[src/verilog/rom_loader_pkg.sv]
// Shared types and sizes for the ROM download path.
// Region start offsets below are board defaults; the region table
// can move them at run time. Offsets are byte addresses in the
// 22-bit SDRAM byte space. All SDRAM writes are single bytes
// placed on one lane of a 16-bit word.

`default_nettype none

package rom_loader_pkg;

    // Byte address width in SDRAM space and its word address width
    localparam int ADDR_W   = 22;
    localparam int SDRAM_AW = ADDR_W - 1;

    // Colour PROM: 512 bytes, two bytes per palette entry
    localparam int PROM_AW  = 9;
    localparam int PAL_AW   = PROM_AW - 1;
    localparam int PAL_N    = 1 << PAL_AW;

    // Default region start offsets
    localparam logic [ADDR_W-1:0] SCR_START_DEF  = 22'h00_8000;
    localparam logic [ADDR_W-1:0] OBJ_START_DEF  = 22'h01_0000;
    localparam logic [ADDR_W-1:0] PCM_START_DEF  = 22'h01_8000;
    localparam logic [ADDR_W-1:0] PROM_START_DEF = 22'h02_0000;

    typedef enum logic [2:0] {
        REG_CODE,
        REG_SCR,
        REG_OBJ,
        REG_PCM,
        REG_PROM
    } region_e;

    // Start offsets, code always begins at zero
    typedef struct packed {
        logic [ADDR_W-1:0] scr;
        logic [ADDR_W-1:0] obj;
        logic [ADDR_W-1:0] pcm;
        logic [ADDR_W-1:0] prom;
    } region_bounds_t;

    // One configuration write, qualified by a separate strobe
    typedef struct packed {
        region_e           sel;
        logic [ADDR_W-1:0] start;
    } cfg_wr_t;

    // Mask is active low, bit 1 for the upper lane
    typedef struct packed {
        logic [SDRAM_AW-1:0] addr;
        logic [7:0]          data;
        logic [1:0]          mask;
    } sdram_wr_t;

    typedef struct packed {
        logic [3:0] red;
        logic [3:0] green;
        logic [3:0] blue;
    } rgb_t;

endpackage

`default_nettype wire
[src/verilog/rom_loader_top.sv]
// ROM download path with colour PROM.
// Only the low 22 bits of ioctl_addr are decoded; the upper bits of the
// 25-bit ioctl address are ignored.
// The stream has no back-pressure. The host must space bytes so that
// each SDRAM write is acknowledged before the next byte, or it is lost
// and dl_overrun is raised.

`timescale 1ns/1ps
`default_nettype none

module rom_loader_top (
    input  wire                                clk,
    input  wire                                arst_n,
    // Region table configuration
    input  wire                                cfg_wr,
    input  wire rom_loader_pkg::cfg_wr_t       cfg,
    // Download stream
    input  wire                                downloading,
    input  wire [24:0]                         ioctl_addr,
    input  wire [7:0]                          ioctl_dout,
    input  wire                                ioctl_wr,
    // SDRAM write
    output rom_loader_pkg::sdram_wr_t          prog,
    output logic                               prog_we,
    input  wire                                sdram_ack,
    // Status
    output logic                               dwnld_busy,
    output logic                               dl_overrun,
    // Palette read
    input  wire                                pal_rd,
    input  wire [rom_loader_pkg::PAL_AW-1:0]   pal_idx,
    output rom_loader_pkg::rgb_t               pal_rgb,
    output logic                               pal_valid
);

    rom_loader_pkg::region_bounds_t     bounds;
    rom_loader_pkg::region_e            region;
    logic [rom_loader_pkg::ADDR_W-1:0]  map_addr;
    logic                               prom_we;
    logic [rom_loader_pkg::PROM_AW-1:0] prom_addr;
    logic [7:0]                         prom_data;

    region_table u_region_table (
        .clk        ( clk       ),
        .arst_n     ( arst_n    ),
        .cfg_wr     ( cfg_wr    ),
        .cfg        ( cfg       ),
        .bounds     ( bounds    )
    );

    region_map u_region_map (
        .addr       ( ioctl_addr[rom_loader_pkg::ADDR_W-1:0] ),
        .bounds     ( bounds    ),
        .region     ( region    ),
        .map_addr   ( map_addr  )
    );

    dl_writer u_dl_writer (
        .clk        ( clk         ),
        .arst_n     ( arst_n      ),
        .downloading( downloading ),
        .ioctl_addr ( ioctl_addr[rom_loader_pkg::ADDR_W-1:0] ),
        .ioctl_dout ( ioctl_dout  ),
        .ioctl_wr   ( ioctl_wr    ),
        .region     ( region      ),
        .map_addr   ( map_addr    ),
        .prom_start ( bounds.prom ),
        .prog       ( prog        ),
        .prog_we    ( prog_we     ),
        .sdram_ack  ( sdram_ack   ),
        .prom_we    ( prom_we     ),
        .prom_addr  ( prom_addr   ),
        .prom_data  ( prom_data   ),
        .dwnld_busy ( dwnld_busy  ),
        .dl_overrun ( dl_overrun  )
    );

    colour_prom u_colour_prom (
        .clk        ( clk       ),
        .arst_n     ( arst_n    ),
        .prom_we    ( prom_we   ),
        .prom_addr  ( prom_addr ),
        .prom_data  ( prom_data ),
        .pal_rd     ( pal_rd    ),
        .pal_idx    ( pal_idx   ),
        .pal_rgb    ( pal_rgb   ),
        .pal_valid  ( pal_valid )
    );

endmodule

`default_nettype wire

[src/verilog/colour_prom.sv]
// On-chip colour PROM, 512 bytes.
// Palette entry n uses bytes 2n and 2n+1: red and green from the even
// byte, blue from the low nibble of the odd byte. The upper nibble of
// the odd byte is stored but never shown.
// Contents are undefined until downloaded.

`timescale 1ns/1ps
`default_nettype none

module colour_prom (
    input  wire                                clk,
    input  wire                                arst_n,
    input  wire                                prom_we,
    input  wire [rom_loader_pkg::PROM_AW-1:0]  prom_addr,
    input  wire [7:0]                          prom_data,
    input  wire                                pal_rd,
    input  wire [rom_loader_pkg::PAL_AW-1:0]   pal_idx,
    output rom_loader_pkg::rgb_t               pal_rgb,
    output logic                               pal_valid
);

    // Split by byte parity so one palette read hits both halves at once
    logic [7:0] mem_even [rom_loader_pkg::PAL_N];
    logic [7:0] mem_odd  [rom_loader_pkg::PAL_N];

    always_ff @(posedge clk) begin
        if (prom_we) begin
            if (prom_addr[0]) begin
                mem_odd[prom_addr[rom_loader_pkg::PROM_AW-1:1]] <= prom_data;
            end else begin
                mem_even[prom_addr[rom_loader_pkg::PROM_AW-1:1]] <= prom_data;
            end
        end
    end

    always_ff @(posedge clk) begin
        if (pal_rd) begin
            pal_rgb.red   <= mem_even[pal_idx][7:4];
            pal_rgb.green <= mem_even[pal_idx][3:0];
            pal_rgb.blue  <= mem_odd[pal_idx][3:0];
        end
    end

    always_ff @(posedge clk or negedge arst_n) begin
        if (!arst_n) begin
            pal_valid <= 1'b0;
        end else begin
            pal_valid <= pal_rd;
        end
    end

endmodule

`default_nettype wire

[src/verilog/dl_writer.sv]
// Download byte writer.
// SDRAM bytes are held in a single write register until sdram_ack.
// The ioctl stream cannot be stalled, so a byte arriving while a write
// is pending is lost and flagged in dl_overrun until the next download.
// Even bytes land in the upper lane of the 16-bit word.
// PROM bytes beyond 512 from the PROM start are discarded.

`timescale 1ns/1ps
`default_nettype none

module dl_writer (
    input  wire                                 clk,
    input  wire                                 arst_n,
    input  wire                                 downloading,
    input  wire [rom_loader_pkg::ADDR_W-1:0]    ioctl_addr,
    input  wire [7:0]                           ioctl_dout,
    input  wire                                 ioctl_wr,
    input  wire rom_loader_pkg::region_e        region,
    input  wire [rom_loader_pkg::ADDR_W-1:0]    map_addr,
    input  wire [rom_loader_pkg::ADDR_W-1:0]    prom_start,
    output rom_loader_pkg::sdram_wr_t           prog,
    output logic                                prog_we,
    input  wire                                 sdram_ack,
    output logic                                prom_we,
    output logic [rom_loader_pkg::PROM_AW-1:0]  prom_addr,
    output logic [7:0]                          prom_data,
    output logic                                dwnld_busy,
    output logic                                dl_overrun
);

    logic                              accept;
    logic                              is_prom;
    logic                              prom_hit;
    logic [rom_loader_pkg::ADDR_W-1:0] prom_off;
    logic                              dl_last;
    logic                              dl_rise;

    // Bytes only count during a download and while no write is pending
    assign accept   = ioctl_wr & downloading & ~prog_we;
    assign is_prom  = region == rom_loader_pkg::REG_PROM;
    assign prom_off = ioctl_addr - prom_start;
    assign prom_hit = prom_off[rom_loader_pkg::ADDR_W-1:rom_loader_pkg::PROM_AW] == '0;
    assign dl_rise  = downloading & ~dl_last;

    assign dwnld_busy = downloading | prog_we;

    always_ff @(posedge clk or negedge arst_n) begin
        if (!arst_n) begin
            prog_we    <= 1'b0;
            prom_we    <= 1'b0;
            dl_overrun <= 1'b0;
            dl_last    <= 1'b0;
        end else begin
            dl_last <= downloading;
            prom_we <= accept & is_prom & prom_hit;

            if (accept && !is_prom) begin
                prog_we <= 1'b1;
            end else if (sdram_ack) begin
                prog_we <= 1'b0;
            end

            // A new download clears the flag, a collision on the same edge still sets it
            if (ioctl_wr && downloading && prog_we) begin
                dl_overrun <= 1'b1;
            end else if (dl_rise) begin
                dl_overrun <= 1'b0;
            end
        end
    end

    // Payload registers
    always_ff @(posedge clk) begin
        if (accept) begin
            if (is_prom) begin
                prom_addr <= prom_off[rom_loader_pkg::PROM_AW-1:0];
                prom_data <= ioctl_dout;
            end else begin
                prog.addr <= map_addr[rom_loader_pkg::ADDR_W-1:1];
                prog.data <= ioctl_dout;
                prog.mask <= map_addr[0] ? 2'b10 : 2'b01;
            end
        end
    end

endmodule

`default_nettype wire

[src/verilog/region_map.sv]
// Combinational download address decoder.
// Regions are checked from the highest start downwards, which matches
// the interval rule only while the offsets are ascending.
// Object addresses get the bit order the object hardware fetches in;
// all other regions pass the address through untouched.

`timescale 1ns/1ps
`default_nettype none

module region_map (
    input  wire [rom_loader_pkg::ADDR_W-1:0]  addr,
    input  wire rom_loader_pkg::region_bounds_t bounds,
    output rom_loader_pkg::region_e           region,
    output logic [rom_loader_pkg::ADDR_W-1:0] map_addr
);

    always_comb begin
        if (addr >= bounds.prom) begin
            region = rom_loader_pkg::REG_PROM;
        end else if (addr >= bounds.pcm) begin
            region = rom_loader_pkg::REG_PCM;
        end else if (addr >= bounds.obj) begin
            region = rom_loader_pkg::REG_OBJ;
        end else if (addr >= bounds.scr) begin
            region = rom_loader_pkg::REG_SCR;
        end else begin
            region = rom_loader_pkg::REG_CODE;
        end
    end

    always_comb begin
        map_addr = addr;
        // Object line bits move up, the two upper bits drop to the bottom inverted
        if (region == rom_loader_pkg::REG_OBJ) begin
            map_addr[4:0] = {addr[2:0], ~addr[4], ~addr[3]};
        end
    end

endmodule

`default_nettype wire

[src/verilog/region_table.sv]
// Run-time table of region start offsets.
// A write takes effect at the strobe edge, so bytes strobed on the
// following edge already see the new value. The code region is fixed
// at zero and writes selecting it are ignored. No ordering check is
// made between offsets; keep them ascending.

`timescale 1ns/1ps
`default_nettype none

module region_table (
    input  wire                            clk,
    input  wire                            arst_n,
    input  wire                            cfg_wr,
    input  wire rom_loader_pkg::cfg_wr_t   cfg,
    output rom_loader_pkg::region_bounds_t bounds
);

    always_ff @(posedge clk or negedge arst_n) begin
        if (!arst_n) begin
            bounds.scr  <= rom_loader_pkg::SCR_START_DEF;
            bounds.obj  <= rom_loader_pkg::OBJ_START_DEF;
            bounds.pcm  <= rom_loader_pkg::PCM_START_DEF;
            bounds.prom <= rom_loader_pkg::PROM_START_DEF;
        end else if (cfg_wr) begin
            case (cfg.sel)
                rom_loader_pkg::REG_SCR: begin
                    bounds.scr <= cfg.start;
                end
                rom_loader_pkg::REG_OBJ: begin
                    bounds.obj <= cfg.start;
                end
                rom_loader_pkg::REG_PCM: begin
                    bounds.pcm <= cfg.start;
                end
                rom_loader_pkg::REG_PROM: begin
                    bounds.prom <= cfg.start;
                end
                // Code region has no start register
                rom_loader_pkg::REG_CODE: begin
                end
                default: begin
                end
            endcase
        end
    end

endmodule

`default_nettype wire

[config.mk]
export PLATFORM = sky130hd
export DESIGN_NAME = rom_loader_top
export DESIGN_NICKNAME = d
export VERILOG_FILES = /design/src/verilog/rom_loader_pkg.sv /design/src/verilog/rom_loader_top.sv /design/src/verilog/colour_prom.sv /design/src/verilog/dl_writer.sv /design/src/verilog/region_map.sv /design/src/verilog/region_table.sv
export SDC_FILE = /design/constraint.sdc
export NUM_CORES = 2
export LEC_CHECK = 0
export BUFFER_PORTS_ARGS = -buffer_cell sky130_fd_sc_hd__buf_2
export CORE_UTILIZATION = 46
export DETAILED_ROUTE_END_ITERATION = 10
export MAX_ROUTING_LAYER = met4
export PLACE_DENSITY = 0.59
export SLEW_MARGIN = 25
export SYNTH_ARGS = -nofsm -noshare
export SYNTH_HDL_FRONTEND = slang
export SYNTH_SLANG_ARGS = --single-unit
[constraint.sdc]
create_clock -name clk -period 9.26 [get_ports clk]
set_input_delay 0.463 -clock clk [delete_from_list [all_inputs] [get_ports clk]]
set_output_delay 0.463 -clock clk [all_outputs]
set_load 0.005 [all_outputs]
==> flow_summary.ini <==
[synth]
syn-instance-count = 5712
synth_edf_count = 3132
syn_nets = 5852
syn_area_per_cell_um2 = 22.0
ys_seq_area_share_pct = 76.4
synth_ff_type = edfxtp_1
synth_async_sr_flop_share_pct = 2.22
synth-warning-count = 0
synth-seq-cells = 3203
syn-cell-area_um2 = 125000
synthDistinctLibCells = 59

[sta]
slew_headroom_pct = 21.6
fmax_mhz = 249
rsz0062_at_grt = false
timing.final.ws_setup_ns = 5.25
timing_worst_slew_pin_value_ns = 1.18
drv_slew = 0
setup_violations = 0
fin_crit_ns = 4.01
setup_tns_ns = 0
fin_skew_ns = 0.0424
hold_violations = 0
finalCritPeriodShare_pct = 43.3

[final_layout]
area_growth_pct = 12.7
instances_no_fill = 9816
layout_commonest_cell = edfxtp_1
final_cell_mix = 3132 x edfxtp_1, 960 x mux4_2, 528 x nor2_1
nets = 6132
drive_gt1_share_pct = 27.1

[critical_path]
crit_type = input port to register
cp_num_buf_inv = 3
slowest_delay_ns = 0.67
crit_family = buffers and inverters
rrSetupSlack_ns = 5.44
reg2reg_depth = 11
crit_chain = buf_12 -> buf_4 -> buf_4 -> mux4_2 -> mux4_2 -> a22o_1 -> a221oi_1 -> o221ai_1
crit_slowest_cell = buf_4
worst_ep_required_time_ns = 9.82
endpoint_kind = register
reg2reg_from = u_region_table.bounds[0]
start_kind = input port
cp.arrival_ns = 4.57
crit_start = pal_idx[0]
crit_fanout = 93
regToRegEndpoint = u_dl_writer.prog[11]

[clocking]
cts_tree = done
numCtsBuffers = 331
clock_path_buffers = 4
cts_hold_buffers = 56
clk_latency_ns = 0.88
root_buffer = clkbuf_16
cts.clk_slew.worst_paths_ns = 0.06
ctsResizeCount = 0
cts_setup_buffers = 0
clkSinkCount = 3203
htreeDepth = 5

[global_routing]
grt_util_all_layers_pct = 22.2
grt_pass1_wl_mm = 427
grt_pass1_vias = 59600
grt.overflow.total = 0
grt_antenna_before_repair = 9
grt_max_degree = 211

[routing]
drc = 0
vias = 58400
drt_iter0_markers = 6358
drt_wl_total_mm = 293
ant_nets = 0
dr.pass1.iters = 5
routed_via_density = 5.95
wl_per_cell_um = 29.8

[power_and_ir_drop]
power_density_nw_per_um2 = 218
p_leak_nw = 43.8
ir_worst_vdd_mv = 0.169

[floorplan]
core_area_um2 = 271000
ios = 120
start_util_pct = 46.3
die_w_um = 524
die_height_um = 524
die_area_um2 = 275000
rows = 191

[placed_design]
port_buffers = 116
gp_congestion = 0.796
placed_cells = 9171
place_ws_ns = 4.31
dpl.hpwl_mm = 169

[min_path]
hold_end = u_dl_writer.prog[10]
min_path_type = input port to register
min_delay_path_depth = 3
worstHoldStart = ioctl_addr[1]

[outcome]
status = complete, no violations

[run]
maxCapViolCount = 0
synth_stat cells (3+ instances only):
library cell / instances / share of area [%]
and2_1: 3 / 0.015
a21o_1: 17 / 0.10
mux2i_1: 5 / 0.040
dfstp_2: 4 / 0.084
buf_6: 12 / 0.11
ha_1: 66 / 0.66
or2_2: 3 / 0.015
nand3_1: 36 / 0.14
xor2_1: 3 / 0.021
nor3b_1: 3 / 0.018
xnor2_1: 8 / 0.056
mux4_2: 960 / 17
buf_2: 68 / 0.27
a221oi_1: 26 / 0.18
a22oi_1: 61 / 0.36
a21oi_1: 25 / 0.10
nand4_1: 25 / 0.12
buf_1: 17 / 0.051
mux2_2: 26 / 0.23
inv_1: 80 / 0.24
edfxtp_1: 3132 / 75
nor2_1: 533 / 1.6
nor3_1: 7 / 0.028
o21ai_0: 63 / 0.25
nand2_1: 101 / 0.30
a211oi_1: 5 / 0.030
a22o_1: 25 / 0.17
clkbuf_1: 237 / 0.71
o221ai_1: 14 / 0.098
buf_4: 7 / 0.042
and3_1: 3 / 0.015
dfrtp_1: 67 / 1.3
nor2b_1: 19 / 0.095
a31oi_1: 3 / 0.015
nor4_1: 5 / 0.025
nand2b_1: 10 / 0.050
o211ai_1: 3 / 0.018
routing by layer:
metal,track usage [%],wire (um),share of wire (%),up-vias
met5,-,0,0,-
met4,4.84,6140,2.1,0
met3,3.52,19000,6.5,378
met2,35.0,146000,50,1979
met1,30.7,122000,42,31600
li1,-,-,-,24500
cell families (layout without fill, tap and decap cells):
| kind of cell | after synthesis | after routing | synth area share (%) |
|---|---|---|---|
| flip-flops | 3203 | 3203 | 76.4 |
| multiplexers | 991 | 991 | 17.5 |
| AND/OR/NAND/NOR | 754 | 754 | 2.46 |
| buffers and inverters | 421 | 949 | 1.42 |
| AO/OA/AOI/OAI | 265 | 265 | 1.50 |
| adder cells (fa/ha/maj) | 67 | 67 | 0.674 |
| XOR/XNOR | 11 | 11 | 0.0768 |
| other | 0 | 6 | 0 |
flip-flops by register name, summed over array words and instances (netlist names):
signal / cells
u_colour_prom.pal_valid: 1
u_dl_writer.prom_data: 8
u_dl_writer.dl_overrun: 1
u_dl_writer.prom_addr: 9
u_colour_prom.pal_rgb: 12
u_colour_prom.mem_odd: 1024
u_dl_writer.prog_we: 1
u_dl_writer.prom_we: 1
u_dl_writer.prog: 31
u_dl_writer.dl_last: 1
u_region_table.bounds: 66
u_colour_prom.mem_even: 2048
stage by stage:
stage          util (%)  total power [mW]  instance area (um^2)  hold slack, ns
6_report           52.2              30.8                141000          0.0740
5_1_grt            52.2              31.7                141000          0.0497
4_1_cts            52.1              31.1                141000         0.00512
3_5_place_dp       48.1              18.2                130000           0.254
3_3_place_gp       48.1              18.2                130000           0.254
2_1_floorplan         -              17.6                125000           0.167
worst max-delay path by stage:
stage	endpoint	slack, ns	cells after the start
floorplan	u_colour_prom.mem_even[0][0]	1.67	0
global placement	u_colour_prom.pal_rgb[3]	4.29	8
detailed placement	u_colour_prom.pal_rgb[3]	4.31	8
CTS	u_colour_prom.pal_rgb[3]	5.24	8
global route	u_colour_prom.pal_rgb[3]	5.04	8
finish	u_colour_prom.pal_rgb[3]	5.25	8
worst register-to-register path, stage by stage (launching register included):
cell     delay [ns]
dfrtp_1        0.36
ha_1           0.17
inv_1          0.05
fa_1           0.40
a21o_1         0.24
a221o_1        0.35
o31ai_1        0.28
a21oi_1        0.15
o22ai_1        0.42
nand4_1        0.31
a21oi_2        0.46
mux2_2         0.40
cell type report:
| type | instances | area [um^2] |
|---|---|---|
| clock buffers | 394 | 8630 |
| diodes | 6 | 15.0 |
| repair buffers | 288 | 2360 |
| well taps | 3570 | 4470 |
| multi-input cells | 2088 | 28000 |
| fillers | 21000 | 130000 |
| inverters | 80 | 300 |
| clock inverters | 187 | 1770 |
| flip-flops and latches | 3203 | 95800 |
report_power, final:
group	switching [mW]	leakage, nW	internal (mW)
clock network	5.42	5.08	7.53
registers	0.0529	29.0	16.0
logic	1.11	9.75	0.715
total	6.58	43.8	24.3
Note: power is estimated with default switching activity, not from simulation.
